### config.mk
export PLATFORM = sky130hd
export DESIGN_NAME = serial_console
export DESIGN_NICKNAME = d
export VERILOG_FILES = /design/src/console_pkg.sv /design/src/trace_fifo.sv /design/src/trace_formatter.sv /design/src/uart_tx.sv /design/src/serial_console.sv
export VERILOG_INCLUDE_DIRS = /design/src /design/src/src
export SDC_FILE = /design/constraint.sdc
export NUM_CORES = 1
export LEC_CHECK = 0
export BUFFER_PORTS_ARGS = -buffer_cell sky130_fd_sc_hd__buf_2
export CAP_MARGIN = 15
export CELL_PAD_IN_SITES_DETAIL_PLACEMENT = 1
export CELL_PAD_IN_SITES_GLOBAL_PLACEMENT = 2
export CORE_UTILIZATION = 40
export CTS_CLUSTER_SIZE = 40
export DETAILED_ROUTE_END_ITERATION = 8
export GPL_TIMING_DRIVEN = 0
export PLACE_DENSITY_LB_ADDON = 0.1
export SLEW_MARGIN = 20
export SYNTH_ARGS = -nofsm -noshare
export SYNTH_HDL_FRONTEND = slang
export SYNTH_HIERARCHICAL = 1
export SYNTH_SLANG_ARGS = --single-unit
### constraint.sdc
create_clock -name i_clk -period 2.8 [get_ports i_clk]
set_input_delay 0.42 -clock i_clk [delete_from_list [all_inputs] [get_ports i_clk]]
set_output_delay 0.42 -clock i_clk [all_outputs]
set_load 0.005 [all_outputs]
### src/console_config.svh
// build parameters of the serial trace console.
// serial bit period and input record FIFO depth.

`ifndef CONSOLE_CONFIG_SVH
`define CONSOLE_CONFIG_SVH

// clock cycles spent on each serial bit.
// A short period keeps simulation runs brief.
`define CONSOLE_BIT_CYCLES 8

// trace records held ahead of the formatter.
// They absorb bursts from the core while the line drains.
`define CONSOLE_FIFO_DEPTH 4

`endif

### src/console_pkg.sv
// shared types of the trace console.
// record kind, payload union, record struct and ASCII constants.

package console_pkg;

    // how the formatter prints one record.
    typedef enum logic {
        TRACE_HEX  = 1'b0,               // four hex digits and a line break.
        TRACE_TEXT = 1'b1                // two raw characters.
    } trace_kind_e;

    // the payload seen as two text characters.
    typedef struct packed {
        logic [7:0] hi;                  // printed first.
        logic [7:0] lo;                  // printed second.
    } trace_chars_s;

    // one 16-bit word with two readings.
    typedef union packed {
        logic [15:0]  value;             // hex reading of the payload.
        trace_chars_s chars;             // text reading of the payload.
    } trace_payload_u;

    // one trace record as handed over by the core.
    typedef struct packed {
        trace_kind_e    kind;            // selects the print format.
        trace_payload_u payload;         // the word to print.
    } trace_rec_s;

    // characters produced by the formatter.
    localparam logic [7:0] CHAR_CR   = 8'h0d;   // carriage return.
    localparam logic [7:0] CHAR_LF   = 8'h0a;   // line feed.
    localparam logic [7:0] CHAR_ZERO = 8'h30;   // ASCII '0'.
    localparam logic [7:0] CHAR_A    = 8'h41;   // upper-case 'A'.

    // a text character of this value is never sent.
    localparam logic [7:0] CHAR_NUL  = 8'h00;

endpackage

### src/trace_fifo.sv
// input record FIFO of the trace console.
// circular buffer of records with valid/ready on both sides.

module trace_fifo #(
    parameter int DEPTH = 4                          // records held.
) (
    input  logic                    i_clk,
    input  logic                    i_rst_n,
    input  logic                    i_valid,         // write side valid.
    input  console_pkg::trace_rec_s i_rec,           // record to store.
    output logic                    o_ready,         // low only when full.
    output logic                    o_valid,         // a record is waiting.
    output console_pkg::trace_rec_s o_rec,           // oldest record.
    input  logic                    i_ready          // read side ready.
);
    import console_pkg::*;

    localparam int PTR_W = (DEPTH > 1) ? $clog2(DEPTH) : 1;
    localparam int CNT_W = $clog2(DEPTH + 1);

    trace_rec_s       mem [DEPTH];                   // record storage.
    logic [PTR_W-1:0] wr_ptr;                        // next slot to write.
    logic [PTR_W-1:0] rd_ptr;                        // oldest slot.
    logic [CNT_W-1:0] count;                         // records held.
    logic             push;
    logic             pop;

    // pointers wrap at DEPTH so any depth works.
    function automatic logic [PTR_W-1:0] next_ptr(input logic [PTR_W-1:0] ptr);
        if (ptr == PTR_W'(DEPTH - 1)) begin
            return '0;
        end
        return ptr + 1'b1;
    endfunction

    assign o_ready = (count != CNT_W'(DEPTH));       // room for one more record.
    assign o_valid = (count != '0);                  // head of the buffer is live.
    assign o_rec   = mem[rd_ptr];                    // head is read straight out.
    assign push    = i_valid && o_ready;             // write side transfer.
    assign pop     = o_valid && i_ready;             // read side transfer.

    always_ff @(posedge i_clk) begin
        if (push) begin
            mem[wr_ptr] <= i_rec;                    // visible at the output next cycle.
        end
    end

    always_ff @(posedge i_clk or negedge i_rst_n) begin
        if (!i_rst_n) begin
            wr_ptr <= '0;
            rd_ptr <= '0;
            count  <= '0;
        end else begin
            if (push) begin
                wr_ptr <= next_ptr(wr_ptr);
            end
            if (pop) begin
                rd_ptr <= next_ptr(rd_ptr);
            end
            if (push && !pop) begin
                count <= count + 1'b1;               // one record more.
            end else if (pop && !push) begin
                count <= count - 1'b1;               // one record less.
            end
        end
    end

endmodule

### src/trace_formatter.sv
// trace record formatter.
// expands one record into hex digits and CR LF, or into its two text characters.

module trace_formatter (
    input  logic                    i_clk,
    input  logic                    i_rst_n,
    input  logic                    i_valid,         // record offered by the FIFO.
    input  console_pkg::trace_rec_s i_rec,           // record to print.
    output logic                    o_ready,         // high while idle.
    output logic                    o_valid,         // character offered.
    output logic [7:0]              o_char,          // character to send.
    input  logic                    i_ready,         // transmitter can take it.
    output logic                    o_active         // a record is being expanded.
);
    import console_pkg::*;

    trace_rec_s rec_q;                               // latched record.
    logic [2:0] idx;                                 // character position in the record.
    logic       active;                              // expansion in progress.
    logic       last;                                // idx points at the final character.
    logic [3:0] nibble;                              // hex digit being printed.
    logic       take_rec;
    logic       take_char;
    logic       rec_has_text;                        // incoming text record prints something.

    assign o_ready   = !active;                      // one record at a time.
    assign o_valid   = active;                       // a character is offered whenever busy.
    assign o_active  = active;
    assign take_rec  = i_valid && o_ready;
    assign take_char = o_valid && i_ready;

    // an all-zero text record has nothing to print.
    assign rec_has_text = (i_rec.payload.chars.hi != CHAR_NUL) ||
                          (i_rec.payload.chars.lo != CHAR_NUL);

    // find the end of the record.
    always_comb begin
        if (rec_q.kind == TRACE_HEX) begin
            last = (idx == 3'd5);                    // LF closes a hex line.
        end else begin
            // a zero low character is skipped so the high one ends the record.
            last = (idx == 3'd1) || (rec_q.payload.chars.lo == CHAR_NUL);
        end
    end

    // pick the character at idx.
    always_comb begin
        nibble = 4'h0;
        o_char = CHAR_CR;
        if (rec_q.kind == TRACE_HEX) begin
            case (idx)
                3'd0:    nibble = rec_q.payload.value[15:12];  // most significant first.
                3'd1:    nibble = rec_q.payload.value[11:8];
                3'd2:    nibble = rec_q.payload.value[7:4];
                default: nibble = rec_q.payload.value[3:0];
            endcase
            if (idx == 3'd4) begin
                o_char = CHAR_CR;
            end else if (idx == 3'd5) begin
                o_char = CHAR_LF;
            end else if (nibble < 4'd10) begin
                o_char = CHAR_ZERO + {4'h0, nibble};           // digits 0 to 9.
            end else begin
                o_char = CHAR_A + {4'h0, nibble - 4'd10};     // letters A to F.
            end
        end else if (idx == 3'd0) begin
            o_char = rec_q.payload.chars.hi;                   // high character goes out first.
        end else begin
            o_char = rec_q.payload.chars.lo;
        end
    end

    always_ff @(posedge i_clk) begin
        if (take_rec) begin
            rec_q <= i_rec;                          // payload held until the last character.
        end
    end

    always_ff @(posedge i_clk or negedge i_rst_n) begin
        if (!i_rst_n) begin
            active <= 1'b0;
            idx    <= 3'd0;
        end else if (take_rec) begin
            // a record with nothing to print is consumed without going active.
            active <= (i_rec.kind == TRACE_HEX) || rec_has_text;
            if ((i_rec.kind == TRACE_TEXT) && (i_rec.payload.chars.hi == CHAR_NUL)) begin
                idx <= 3'd1;                         // skip a zero high character.
            end else begin
                idx <= 3'd0;
            end
        end else if (take_char) begin
            if (last) begin
                active <= 1'b0;                      // idle again after the final transfer.
            end else begin
                idx <= idx + 3'd1;                   // next character offered the cycle after.
            end
        end
    end

endmodule

### src/uart_tx.sv
// 8N1 serial transmitter.
// ten-bit frame shifted out LSB first with a per-bit cycle counter.

module uart_tx #(
    parameter int BIT_CYCLES = 8                     // clock cycles per bit.
) (
    input  logic       i_clk,
    input  logic       i_rst_n,
    input  logic       i_valid,                      // character offered.
    input  logic [7:0] i_char,                       // character to send.
    output logic       o_ready,                      // line is idle.
    output logic       o_txd,                        // serial line out.
    output logic       o_busy                        // a frame is on the line.
);
    localparam int CYC_W = (BIT_CYCLES > 1) ? $clog2(BIT_CYCLES) : 1;

    logic [9:0]       shift_q;                       // stop, data and start bits.
    logic [CYC_W-1:0] cyc_q;                         // cycles left in the current bit.
    logic [3:0]       bit_q;                         // bit of the frame on the line.
    logic             busy_q;
    logic             take_char;
    logic             bit_end;

    assign o_ready   = !busy_q;
    assign o_busy    = busy_q;                       // always the inverse of ready.
    assign o_txd     = shift_q[0];                   // idle ones keep the line high.
    assign take_char = i_valid && o_ready;
    assign bit_end   = (cyc_q == '0);                // last cycle of a bit.

    always_ff @(posedge i_clk or negedge i_rst_n) begin
        if (!i_rst_n) begin
            shift_q <= '1;                           // line high out of reset.
            cyc_q   <= '0;
            bit_q   <= 4'd0;
            busy_q  <= 1'b0;
        end else if (take_char) begin
            // start bit in the LSB goes on the line the next cycle.
            shift_q <= {1'b1, i_char, 1'b0};
            cyc_q   <= CYC_W'(BIT_CYCLES - 1);
            bit_q   <= 4'd0;
            busy_q  <= 1'b1;
        end else if (busy_q) begin
            if (bit_end) begin
                shift_q <= {1'b1, shift_q[9:1]};     // next bit and refill with idle ones.
                cyc_q   <= CYC_W'(BIT_CYCLES - 1);   // reload for the next bit.
                if (bit_q == 4'd9) begin
                    busy_q <= 1'b0;                  // stop bit done so ready rises next cycle.
                end else begin
                    bit_q <= bit_q + 4'd1;
                end
            end else begin
                cyc_q <= cyc_q - 1'b1;
            end
        end
    end

endmodule

### src/serial_console.sv
// top level of the serial trace console.
// record FIFO, formatter and 8N1 transmitter in a chain.

`include "console_config.svh"

module serial_console (
    input  logic                    i_clk,
    input  logic                    i_rst_n,
    input  logic                    i_rec_valid,     // record offered by the core.
    input  console_pkg::trace_rec_s i_rec,           // trace record.
    output logic                    o_rec_ready,     // low while the FIFO is full.
    output logic                    o_txd,           // serial line.
    output logic                    o_busy           // work still in flight.
);
    import console_pkg::*;

    logic       fifo_valid;                          // FIFO has a record for the formatter.
    trace_rec_s fifo_rec;
    logic       fmt_ready;
    logic       fmt_valid;                           // formatter offers a character.
    logic [7:0] fmt_char;
    logic       fmt_active;
    logic       tx_ready;
    logic       tx_busy;

    trace_fifo #(
        .DEPTH   (`CONSOLE_FIFO_DEPTH)
    ) trace_fifo_i (
        .i_clk   (i_clk),
        .i_rst_n (i_rst_n),
        .i_valid (i_rec_valid),
        .i_rec   (i_rec),
        .o_ready (o_rec_ready),
        .o_valid (fifo_valid),
        .o_rec   (fifo_rec),
        .i_ready (fmt_ready)
    );

    trace_formatter trace_formatter_i (
        .i_clk    (i_clk),
        .i_rst_n  (i_rst_n),
        .i_valid  (fifo_valid),
        .i_rec    (fifo_rec),
        .o_ready  (fmt_ready),
        .o_valid  (fmt_valid),
        .o_char   (fmt_char),
        .i_ready  (tx_ready),
        .o_active (fmt_active)
    );

    uart_tx #(
        .BIT_CYCLES (`CONSOLE_BIT_CYCLES)
    ) uart_tx_i (
        .i_clk   (i_clk),
        .i_rst_n (i_rst_n),
        .i_valid (fmt_valid),
        .i_char  (fmt_char),
        .o_ready (tx_ready),
        .o_txd   (o_txd),
        .o_busy  (tx_busy)
    );

    // busy until every stage has drained.
    assign o_busy = fifo_valid || fmt_active || tx_busy;

endmodule

# After elaboration in Yosys (flattened, before gate mapping)
# Memory sizes are Yosys's and may differ from the RTL's.
# Index checks and enable logic that the tools add are counted.
# W data, S select, Z words.
dict set report totals {
  ff_bits 46
  ram_bits 68
  inputBits 20
  output_inout_bits 3
  word_cells 106
  n_memories 1
}
# memory depth width rd rd_clocked_by_memory_dff wr line_no
set mem_list {}
lappend mem_list {trace_fifo_i.mem 4 17 1 0 1 trace_fifo.sv:21} ;# trace_rec_s mem [DEPTH];
dict set report op_classes {
  add_sub_neg 10
  order_cmp 1
  n_eq_ne 10
  n_mux 41
  bitwise_logic 1
  n_reduce_logical 31
}
# op count
set ops {}
lappend ops {{$mux W8} 5}
lappend ops {{$mux W10} 3}
lappend ops {{$mux W3} 8}
lappend ops {{$mux W4} 5}
lappend ops {{$logic_not A8 Y1} 2}
lappend ops {{$reduce_bool A8 Y1} 2}
lappend ops {{$mux W1} 15}
lappend ops {{$pmux W4 S3} 1}
lappend ops {{$reduce_bool A2 Y1} 5}
lappend ops {{$add A7 B4 Y8 const A} 1}
lappend ops {{$mux W2} 4}
lappend ops {{$add A6 B4 Y7 const A} 1}
lappend ops {{$add A3 B1 Y3 const B} 2}
lappend ops {{$eq A3 B3 Y1 const B} 2}
lappend ops {{$logic_and A1 B1 Y1} 6}
lappend ops {{$logic_not A3 Y1} 2}
lappend ops {{$reduce_and A2 Y1} 3}
lappend ops {{$sub A3 B1 Y3 const B} 2}
lappend ops {{$logic_or A1 B1 Y1} 5}
lappend ops {{$add A2 B1 Y2 const B} 2}
lappend ops {{$add A4 B1 Y4 const B} 1}
lappend ops {{$eq A2 B2 Y1 const B} 2}
lappend ops {{$eq A4 B4 Y1 const B} 1}
lappend ops {{$logic_not A1 Y1} 4}
lappend ops {{other kinds (9)} 10}

# Longest topological paths before layout
# Gate-level depths: netlist of run 1.
dict set report depth {
  ltp_word 10
  mapped_depth 11
  depth_no_buf 10
}

# By module
# The synthesis of run 1 kept the hierarchy.
# module instances cells_each area_each_um2 seq_area_each_um2
set modules_own_cells {}
lappend modules_own_cells {trace_fifo 1 125 2894.0 2217.1}
lappend modules_own_cells {trace_formatter 1 129 1405.1 610.6}
lappend modules_own_cells {uart_tx 1 97 924.6 436.7}
lappend modules_own_cells {serial_console 1 1 6.3 0.0}

# Least setup slack after synthesis of run 1
# No wires, ideal clock.
dict set report synth_timing {
  kind {reg2reg}
  startpoint {register trace_formatter_i.idx[1]}
  endpoint {register uart_tx_i.shift_q[1]}
  setup_time_ns 0.077
  t_arrival_ns 2.132
  t_required_ns 2.723
  path_slack_ns 0.591
  stages_incl_launch_ff 12
  n_path_buf 1
  synth_period_minus_slack_ns 2.209
  path_cell_list {dfrtp_1 inv_1 ha_1 buf_6 or3_4 a21o_1 a2111oi_4 mux2i_1 nand3_1 nand2_1 o211a_1 a31oi_1}
}
dict set report synth_between {
  elab_chain_len 10
  elab_cells_between_ends 17
}
# item line_no
set synth_rtl {}
lappend synth_rtl {{from (decl)} trace_formatter.sv:18} ;# logic [2:0] idx;
lappend synth_rtl {{from (signal assigned)} trace_formatter.sv:95} ;# idx <= idx + 3'd1;
lappend synth_rtl {{$eq A3 B2 Y1 (tied with other cells)} trace_formatter.sv:51} ;# case (idx)
lappend synth_rtl {{$pmux W4 S3} trace_formatter.sv:51}
lappend synth_rtl {{$mux W4} trace_formatter.sv:50} ;# if (rec_q.kind == TRACE_HEX) begin
lappend synth_rtl {{$sub A4 B4 Y4} trace_formatter.sv:64} ;# o_char = CHAR_A + {4'h0, nibble - 4'd10};
lappend synth_rtl {{$add A7 B4 Y8} trace_formatter.sv:64}
lappend synth_rtl {{$mux W8} trace_formatter.sv:61} ;# end else if (nibble < 4'd10) begin
lappend synth_rtl {{$mux W8} trace_formatter.sv:59} ;# end else if (idx == 3'd5) begin
lappend synth_rtl {{$mux W8} trace_formatter.sv:57} ;# if (idx == 3'd4) begin
lappend synth_rtl {{$mux W8 *} trace_formatter.sv:50}
lappend synth_rtl {{net fmt_char[0]} serial_console.sv:21} ;# logic [7:0] fmt_char;
lappend synth_rtl {{$mux W10 *} uart_tx.sv:36} ;# end else if (take_char) begin
lappend synth_rtl {{to (signal assigned)} uart_tx.sv:38} ;# shift_q <= {1'b1, i_char, 1'b0};
lappend synth_rtl {{to (signal assigned)} uart_tx.sv:44} ;# shift_q <= {1'b1, shift_q[9:1]};
lappend synth_rtl {{to (decl)} uart_tx.sv:17} ;# logic [9:0] shift_q;
# Mark *: on every way through the listed nets, which the timed path passes. The rest lies on a longest branch. The select of a mux whose other input is x is not followed.
# A chain may end at the register's enable or synchronous reset.

# Worst setup path after layout of run 1
dict set report layout_timing {
  startpoint {register trace_formatter_i.idx[0]}
  endpoint {register uart_tx_i.shift_q[1]}
}
# The elaborated chain is that of the path after synthesis.

==> results.py, run 1 <==
metrics = {
    "clocking": {
        "ctsResizeCount": 0,
        "htree_levels": 4,
        "clk_latency_ns": 0.41,
        "cts_tree": "built",
        "cts.path.max_buffers": 2,
        "numCtsBuffers": 17,
        "cts.sinks": 113,
        "hold_buffers": 0,
        "clk_pin_slew_worst_paths_ns": 0.05,
        "clockRootBuffer": "clkbuf_16",
        "cts_setup_buffers": 0,
    },
    "sta": {
        "max_slew_margin_pct": 52.9,
        "fin_crit_ns": 2.57,
        "hold_viol_final": 0,
        "worstMarginPinSlew_ns": 0.707,
        "setup_viol": 0,
        "slew_violations": 0,
        "fin_crit_sh_pct": 91.8,
        "fin_tns_setup_ns": 0,
        "finClkSkew_ns": 0.0119,
        "worst_slack_ns": 0.230,
        "clock.fmax_mhz": 389,
        "rsz0062_at_grt": "no",
    },
    "synthesis": {
        "synth-seq-area-share_pct": 62.4,
        "synth.distinct_cells": 64,
        "synth_simple_gate_area_share_pct": 9.88,
        "syn_area_mm2": 0.00523,
        "yosys_warnings": 6,
        "synth_mux_area_share_pct": 10.5,
        "synth_top_family_by_area": "multiplexers",
        "syn_nets": 387,
        "synth_edf_count": 85,
        "ys_ff_latch": 113,
        "synth_compound_area_share_pct": 9.19,
        "async_flop_share_pct": 24.8,
        "synthCells": 352,
        "synthXorXnorAreaFrac_pct": 1.00,
        "avgSynthCellArea_um2": 14.9,
        "synthAdderAreaFrac_pct": 3.73,
        "synth_top_flop_cell": "edfxtp_1",
    },
    "routing": {
        "vias_per_cell": 5.26,
        "routed_wirelength_um": 10900,
        "num_vias": 3044,
        "drt_iter0_markers": 123,
        "routedWlPerCell_um": 18.8,
        "antenna_left": 0,
        "firstDrtPassIters": 5,
        "drc": 0,
    },
    "grt": {
        "antenna_found_initial": 0,
        "grt_first_pass_wirelength_um": 17800,
        "overflow": 0,
        "grt_pass1_vias": 3235,
        "grtUsageTotal_pct": 18.2,
        "grt_max_degree": 29,
    },
    "power_and_ir_drop": {
        "power.switching_mw": 1.10,
        "clkPwrFrac_pct": 44.2,
        "ir_worst_vdd_uv": 486,
        "p_leak_nw": 2.29,
        "p_int_mw": 3.58,
        "comb_power_share_pct": 9.6,
        "p_per_area_mw_per_mm2": 761,
        "swShare_pct": 23.5,
        "seqPwrFrac_pct": 46.2,
    },
    "placed_design": {
        "pre_cts_ws_ns": 0.192,
        "io_buffers": 22,
        "place.gp.congestion": 0.768,
        "place_area_mm2": 0.00557,
        "dp_hpwl_um": 7500,
    },
    "worst_setup_path": {
        "cp_slowest_cell": "or4b_4",
        "worst_setup_path_endpoint": "uart_tx_i/shift_q[1]",
        "crit_cells": 10,
        "rr_endpoint": "uart_tx_i/shift_q[1]",
        "cp.buffers_inverters": 1,
        "startpoint_type": "flip-flop",
        "r2r-start": "trace_formatter_i/idx[0]",
        "cp_max_fo": 6,
        "critPathRequiredTime_ns": 3.13,
        "worstPathArrival_ns": 2.90,
        "crit_path_start": "trace_formatter_i/idx[0]",
        "r2r_cells": 10,
        "path_cells": "inv_1, ha_1, a22oi_1, a211oi_1, or4b_4, mux2i_1, nand3_1, nand2_1, o211a_1, a31oi_1",
        "rrSetupSlack_ns": 0.23,
        "crit_family": "simple AND/OR/NAND/NOR gates",
        "critical_path_class": "reg -> reg",
        "max_stage_delay_ns": 0.60,
        "cp-end-kind": "flip-flop",
    },
    "cells_and_area": {
        "multi_input_area_mm2": 0.00180,
        "final_common_cell": "edfxtp_1",
        "postLayoutCellArea_mm2": 0.00614,
        "most-common-layout-cells": "edfxtp_1, buf_2, nand2_1, dfrtp_1",
        "drive_above_1_share_pct": 29.7,
        "layout.nets": 429,
        "register_area_mm2": 0.00326,
        "syn2layout_area_growth_pct": 17.5,
        "n_fill_cell": 1279,
        "n_antenna_cell": 0,
        "final_util_pct": 48.5,
    },
    "floorplan": {
        "die_x_um": 116,
        "die-area_mm2": 0.0135,
        "die_h_um": 116,
        "start_util_pct": 41.3,
        "rows": 41,
        "pin_count": 23,
        "core_region_area_mm2": 0.0127,
    },
    "run_status": {
        "status": "finished clean",
    },
    "min_path": {
        "hold_path.class": "in -> async",
    },
    "job": {
        "drv_cap": 0,
    },
}
-- per-stage QoR --
step                total power [mW]  cells  hold slack, ns
finish                          4.68    579          0.0648
global route                    4.86    579          0.0965
CTS                             4.75    579          0.0625
detailed placement              2.65    547           0.480
global placement                2.62    546           0.471
floorplan                       2.47    352           0.124
-- area by class of cell --
type	count	area share [%]
Sequential cell	113	53.1
Multi-Input combinational cell	206	29.3
Clock buffer	19	7.05
Tap cell	172	3.50
Clock inverter	13	2.26
Timing Repair Buffer	23	2.04
Buffer	16	1.73
Inverter	17	1.04
-- synth_stat cells (3+ instances only) --
master     n  area, um^2
buf_2      6        30.0
edfxtp_1  85        2550
nand2_1   25        93.8
buf_4      3        22.5
xor2_1     3        26.3
and3_2     6        45.0
clkbuf_1   3        11.3
mux4_2    17         383
o21ai_0    8        40.0
nand3_1    4        20.0
inv_1     17        63.8
nor2b_1   14        87.6
o211ai_1   3        22.5
mux2i_1    7        70.1
buf_6      3        33.8
dfrtp_1   19         475
dfstp_2    9         236
a31oi_1    9        56.3
xnor2_1    3        26.3
a22oi_1    4        30.0
nor3_1     7        35.0
nand2b_1   3        18.8
nor2_1    10        37.5
nor4_1     4        25.0
a21o_1     5        37.5
ha_1      14         175
a211oi_1   9        67.6
mux2_2     6        67.6
a21oi_1    6        30.0
-- registers in the layout (all words and copies together) (netlist names) --
register                    flops
trace_fifo_i/count              3
trace_fifo_i/mem               68
trace_fifo_i/rd_ptr             2
trace_fifo_i/wr_ptr             2
trace_formatter_i/idx           3
trace_formatter_i/o_active      1
trace_formatter_i/rec_q        17
uart_tx_i/bit_q                 4
uart_tx_i/cyc_q                 3
uart_tx_i/o_busy                1
uart_tx_i/shift_q               9
-- logic make-up after synthesis --
| family | Yosys count |
|---|---|
| xor+xnor | 6 |
| fa+ha+maj | 15 |
| buf+inv | 33 |
| compound gates | 64 |
| flops | 113 |
| mux | 32 |
| simple gates | 89 |
-- power groups by stage --
stage | sequential, mW | clock [mW] | combinational [mW]
2_1_floorplan | 2.16 | 0 | 0.316
3_3_place_gp | 2.18 | 0 | 0.443
3_5_place_dp | 2.19 | 0 | 0.460
4_1_cts | 2.16 | 2.13 | 0.465
5_1_grt | 2.18 | 2.17 | 0.507
6_report | 2.16 | 2.07 | 0.450
-- per-layer routing --
layer	routed length, um	track usage (%)	up-vias
li1	-	-	1442
met1	4720	21.6	1548
met2	5720	30.8	42
met3	283	4.88	12
met4	166	8.29	0
met5	0	0	-
-- how the worst min path moves through the flow --
stage | from | cells past startpoint | endpoint | slack [ns]
floorplan | i_rst_n | 0 | trace_fifo_i/count[0] | 0.12
global placement | trace_fifo_i/count[2] | 1 | trace_fifo_i/count[2] | 0.47
detailed placement | trace_fifo_i/count[2] | 1 | trace_fifo_i/count[2] | 0.48
CTS | i_rst_n | 1 | trace_formatter_i/idx[2] | 0.06
global route | i_rst_n | 1 | uart_tx_i/cyc_q[0] | 0.1
finish | i_rst_n | 1 | uart_tx_i/cyc_q[0] | 0.06
Power figures use the tool's default switching activity.
==> inputs of run 2 (changes only) <==
- CTS_BUF_LIST: unset -> sky130_fd_sc_hd__clkbuf_4 sky130_fd_sc_hd__clkbuf_8
==> run 2 against run 1 <==
  * Die area unchanged
  * Worst setup slack better by 0.0028 ns
  * Via count down 0.43%
  * Register-to-register slack about the same
  * Non-clock buffer count unchanged
  * Clock skew down 0.0031 ns
  * Largest cell class unchanged
==> results.py, run 2 (same netlist as run 1, synthesis figures left out) <==
metrics = {
    "routing": {
        "routed_wirelength_um": 10800,
        "wl_met3_um": 281,
        "wl_met1_um": 4600,
        "drc": 0,
        "drt_iter0_markers": 109,
        "num_vias": 3031,
        "top_layer_used": "met4",
        "firstDrtPassIters": 4,
        "routedWlPerCell_um": 18.6,
        "vias_per_cell": 5.23,
        "wl_met2_um": 5620,
        "antenna_left": 0,
    },
    "worst_setup_path": {
        "rr_endpoint": "uart_tx_i/shift_q[1]",
        "max_stage_delay_ns": 0.59,
        "rrSetupSlack_ns": 0.23,
        "r2r_cells": 10,
        "cp_max_fo": 6,
        "critPathRequiredTime_ns": 3.15,
        "critical_path_class": "reg -> reg",
        "r2r-start": "trace_formatter_i/idx[0]",
        "startpoint_type": "flip-flop",
        "crit_path_start": "trace_formatter_i/idx[0]",
        "worstPathArrival_ns": 2.92,
        "cp-end-kind": "flip-flop",
        "cp_slowest_cell": "or4b_4",
        "path_cells": "inv_1, ha_1, a22oi_1, a211oi_1, or4b_4, mux2i_1, nand3_1, nand2_1, o211a_1, a31oi_1",
    },
    "clocking": {
        "htree_levels": 4,
        "numCtsBuffers": 17,
        "cts.path.max_buffers": 2,
        "clockRootBuffer": "clkbuf_8",
        "cts_tree": "built",
        "cts_setup_buffers": 0,
        "hold_buffers": 0,
        "cts.sinks": 113,
        "clk_latency_ns": 0.43,
        "ctsResizeCount": 0,
        "clk_pin_slew_worst_paths_ns": 0.07,
    },
    "placed_design": {
        "io_buffers": 22,
        "dp_hpwl_um": 7500,
        "place.gp.congestion": 0.768,
    },
    "min_path": {
        "hold_path.class": "in -> async",
    },
    "sta": {
        "fin_tns_setup_ns": 0,
        "finClkSkew_ns": 0.00883,
        "clock.fmax_mhz": 390,
        "max_slew_margin_pct": 53.5,
        "fin_crit_ns": 2.57,
        "hold_viol_final": 0,
        "rsz0062_at_grt": "no",
        "setup_viol": 0,
        "slew_violations": 0,
        "fin_crit_sh_pct": 91.7,
        "worstMarginPinSlew_ns": 0.698,
    },
    "cells_and_area": {
        "n_antenna_cell": 0,
        "largest_register_ffs": 68,
        "most-common-layout-cells": "edfxtp_1, buf_2, nand2_1, dfrtp_1",
        "reg_top3": "trace_fifo_i/mem (68), trace_formatter_i/rec_q (17), uart_tx_i/shift_q (9)",
        "layout.nets": 429,
        "syn2layout_area_growth_pct": 14.0,
        "n_fill_cell": 1308,
        "register_area_mm2": 0.00326,
        "final_common_cell": "edfxtp_1",
        "largest_register": "trace_fifo_i/mem",
        "multi_input_area_mm2": 0.00180,
        "drive_above_1_share_pct": 30.2,
    },
    "floorplan": {
        "die-area_mm2": 0.0135,
        "die_x_um": 116,
        "start_util_pct": 41.3,
        "pin_count": 23,
        "core_region_area_mm2": 0.0127,
        "rows": 41,
        "die_h_um": 116,
    },
    "job": {
        "drv_cap": 0,
    },
    "power_and_ir_drop": {
        "p_leak_nw": 2.21,
        "p_per_area_mw_per_mm2": 688,
        "ir_worst_vdd_uv": 422,
        "power.total_mw": 4.10,
    },
    "run_status": {
        "status": "finished clean",
    },
    "grt": {
        "grt_pass1_vias": 3210,
        "antenna_found_initial": 0,
        "overflow": 0,
        "grt_max_degree": 29,
        "grtUsageTotal_pct": 17.9,
        "grt_first_pass_wirelength_um": 17500,
    },
}
run 2: cell types whose count changed in the layout (fill, tap and decap cells not counted):
cell	before	now
clkbuf_1	5	3
clkbuf_8	0	17
clkbuf_16	17	0
clkbuf_4	0	2
run 2: worst max-delay path, delay by kind of cell (launching register included):
family                     cells  cell delay (ns)
adders and majority gates      1             0.32
buffers and inverters          1             0.10
DFF                            1             0.39
AOI/OAI and AO/OA              4             0.74
muxes                          1             0.14
and+or+nand+nor                3             0.79
run 2: final cells by class:
class,instances,share of cell area (%)
repair buffers,23,2.10
clock inverters,13,2.33
multi-input cells,206,30.2
plain buffers,16,1.78
inverters,17,1.07
clock buffers,19,4.18
flip-flops and latches,113,54.8
well taps,172,3.61
run 2: worst max-delay path by stage:
stage / to / slack, ns / cells after the start
floorplan: uart_tx_i/shift_q[1] / 0.59 / 11
global placement: uart_tx_i/shift_q[1] / 0.25 / 10
detailed placement: uart_tx_i/shift_q[1] / 0.19 / 10
CTS: uart_tx_i/shift_q[1] / 0.20 / 10
global route: uart_tx_i/shift_q[1] / 0.05 / 10
finish: uart_tx_i/shift_q[1] / 0.23 / 10
run 2: report_power, final:
group | switching (mW) | leakage, nW | total, mW | internal, mW
Combinational | 0.254 | 0.918 | 0.450 | 0.196
Clock | 0.685 | 0.197 | 1.49 | 0.809
Sequential | 0.0835 | 1.10 | 2.15 | 2.07
run 2: stage by stage:
step	worst slack [ns]	util, %	hold WS, ns	area, um^2	instances
2_1_floorplan	0.591	-	0.124	5230	352
3_5_place_dp	0.192	44.0	0.480	5570	547
3_3_place_gp	0.251	43.8	0.471	5560	546
5_1_grt	0.0483	47.0	0.0645	5960	579
4_1_cts	0.202	47.0	0.0257	5960	579
6_report	0.233	47.0	0.0369	5960	579
run 2: metal layers:
layer	vias to the layer above	track usage, %
li1	1441	-
met1	1514	21.6
met2	52	30.2
met3	24	4.26
met4	0	8.97
met5	-	0
==> inputs of run 3 (changes only) <==
- HOLD_SLACK_MARGIN: unset -> 0.08
- SETUP_SLACK_MARGIN: unset -> 0.1
==> run 3 against run 2 <==
  * Sequential share of layout area shrank 0.16 points
  * Worst setup slack gained 0.084 ns
  * First-iteration DRC count shrank 4.6%
  * Final cell count up 0.17%
  * Design area increased by 0.29%
  * Power about the same
  * Global-route usage stayed put
  * Combinational power about the same
  * Via count rose by 0.56%
  * Worst hold slack better by 0.17 ns
  * Critical path type unchanged
  * Critical endpoint is now uart_tx_i/shift_q[2]
  * Largest power group unchanged
==> results.py, run 3 (same netlist as run 1, synthesis figures left out) <==
metrics = {
    "cells_and_area": {
        "n_fill_cell": 1308,
        "reg_top3": "trace_fifo_i/mem (68), trace_formatter_i/rec_q (17), uart_tx_i/shift_q (9)",
        "syn2layout_area_growth_pct": 14.3,
        "drive_above_1_share_pct": 30.6,
        "most-common-layout-cells": "edfxtp_1, buf_2, nand2_1, dfrtp_1",
        "final_util_pct": 47.2,
        "finalNonFillerCells": 580,
        "largest_register_ffs": 68,
        "n_antenna_cell": 0,
        "largest_register": "trace_fifo_i/mem",
        "final_common_cell": "edfxtp_1",
        "layout.nets": 430,
    },
    "worst_setup_path": {
        "max_stage_delay_ns": 0.48,
        "r2r_cells": 9,
        "worstPathArrival_ns": 2.83,
        "worst_setup_path_endpoint": "uart_tx_i/shift_q[2]",
        "path_cells": "inv_1, ha_1, buf_6, a222oi_1, and3_2, a211oi_2, o311a_1, a211oi_1, a31oi_1",
        "crit_path_start": "trace_formatter_i/idx[0]",
        "critPathRequiredTime_ns": 3.15,
        "critical_path_class": "reg -> reg",
        "cp_slowest_cell": "a222oi_1",
        "cp-end-kind": "flip-flop",
        "r2r-start": "trace_formatter_i/idx[0]",
        "startpoint_type": "flip-flop",
        "rrSetupSlack_ns": 0.32,
        "rr_endpoint": "uart_tx_i/shift_q[2]",
        "cp_max_fo": 10,
    },
    "clocking": {
        "cts.sinks": 113,
        "clockRootBuffer": "clkbuf_8",
        "htree_levels": 4,
        "clk_latency_ns": 0.43,
        "cts_tree": "built",
        "clk_pin_slew_worst_paths_ns": 0.07,
        "cts.path.max_buffers": 2,
        "cts_setup_buffers": 0,
        "numCtsBuffers": 17,
    },
    "sta": {
        "worst_slack_ns": 0.317,
        "fin_tns_setup_ns": 0,
        "fin_crit_sh_pct": 88.7,
        "hold_viol_final": 0,
        "finClkSkew_ns": 0.00884,
        "setup_viol": 0,
        "worstMarginPinSlew_ns": 0.701,
        "slew_violations": 0,
        "max_slew_margin_pct": 53.3,
        "fin_crit_ns": 2.48,
        "rsz0062_at_grt": "no",
        "clock.fmax_mhz": 403,
    },
    "floorplan": {
        "rows": 41,
        "start_util_pct": 41.3,
        "die-area_mm2": 0.0135,
        "core_region_area_mm2": 0.0127,
        "die_x_um": 116,
        "die_h_um": 116,
        "pin_count": 23,
    },
    "routing": {
        "drc": 0,
        "antenna_left": 0,
        "drt_iter0_markers": 104,
        "routed_wirelength_um": 10800,
        "routedWlPerCell_um": 18.6,
        "vias_per_cell": 5.26,
        "num_vias": 3048,
        "firstDrtPassIters": 4,
    },
    "placed_design": {
        "io_buffers": 22,
        "dpl.cell_count": 547,
        "dp_hpwl_um": 7500,
        "pre_cts_ws_ns": 0.192,
        "place.gp.congestion": 0.768,
    },
    "grt": {
        "antenna_found_initial": 0,
        "grt_max_degree": 29,
        "grt_pass1_vias": 3202,
        "overflow": 0,
        "grtUsageTotal_pct": 17.9,
        "grt_first_pass_wirelength_um": 17500,
    },
    "power_and_ir_drop": {
        "ir_worst_vdd_uv": 422,
        "p_leak_nw": 2.21,
        "p_per_area_mw_per_mm2": 686,
        "power.total_mw": 4.10,
    },
    "job": {
        "drv_cap": 0,
    },
    "run_status": {
        "status": "finished clean",
    },
    "min_path": {
        "hold_path.class": "in -> reg",
    },
}
-- run 3: worst min path at each step --
stage	from	end	slack (ns)	cells past startpoint
global placement	trace_fifo_i/count[2]	trace_fifo_i/count[2]	0.47	1
detailed placement	trace_fifo_i/count[2]	trace_fifo_i/count[2]	0.48	1
floorplan	i_rst_n	trace_fifo_i/count[0]	0.12	0
global route	i_rec[2]	trace_fifo_i/mem[2][2]	0.17	1
finish	i_rec[8]	trace_fifo_i/mem[3][8]	0.20	1
CTS	i_rec[7]	trace_fifo_i/mem[1][7]	0.16	1
-- run 3: cell type report --
class,instances,area (um^2),area share [%]
clock inverters,13,139,2.32
inverters,17,63.8,1.07
plain buffers,16,106,1.78
well taps,172,215,3.60
multi-input cells,206,1810,30.2
flip-flops and latches,113,3260,54.6
repair buffers,24,135,2.26
clock buffers,19,249,4.16
-- run 3: layer usage --
layer	GRT usage (%)	vias to the layer above	wire length, um
li1	-	1445	-
met1	21.9	1523	4650
met2	29.9	57	5610
met3	4.26	23	279
met4	8.97	0	264
met5	0	-	0
-- run 3: critical path: cells and delay by family, from the launching register on --
family | cells | cell delay [ns]
AO/OA/AOI/OAI | 5 | 1.22
buffers and inverters | 2 | 0.24
adder cells (fa/ha/maj) | 1 | 0.21
flip-flops | 1 | 0.39
AND/OR/NAND/NOR | 1 | 0.34
-- run 3: what timing repair did --
action | CTS | global route
hold buffers | 1 | 0
endpoints found under the setup margin | 0 | 1
endpoints found under the hold margin | 19 | 0
gates resized for setup | 0 | 2
-- run 3: per-stage QoR --
stage	cell area [um^2]	hold slack, ns
global route	5980	0.174
finish	5980	0.202
CTS	5970	0.163
floorplan	5230	0.124
global placement	5560	0.471
detailed placement	5570	0.480
-- run 3: report_power, final --
part           switching, mW  leakage (nW)  total [mW]  internal (mW)
Combinational          0.254         0.920       0.451          0.197
Clock                  0.687         0.197        1.50          0.809
Sequential            0.0835          1.10        2.15           2.07
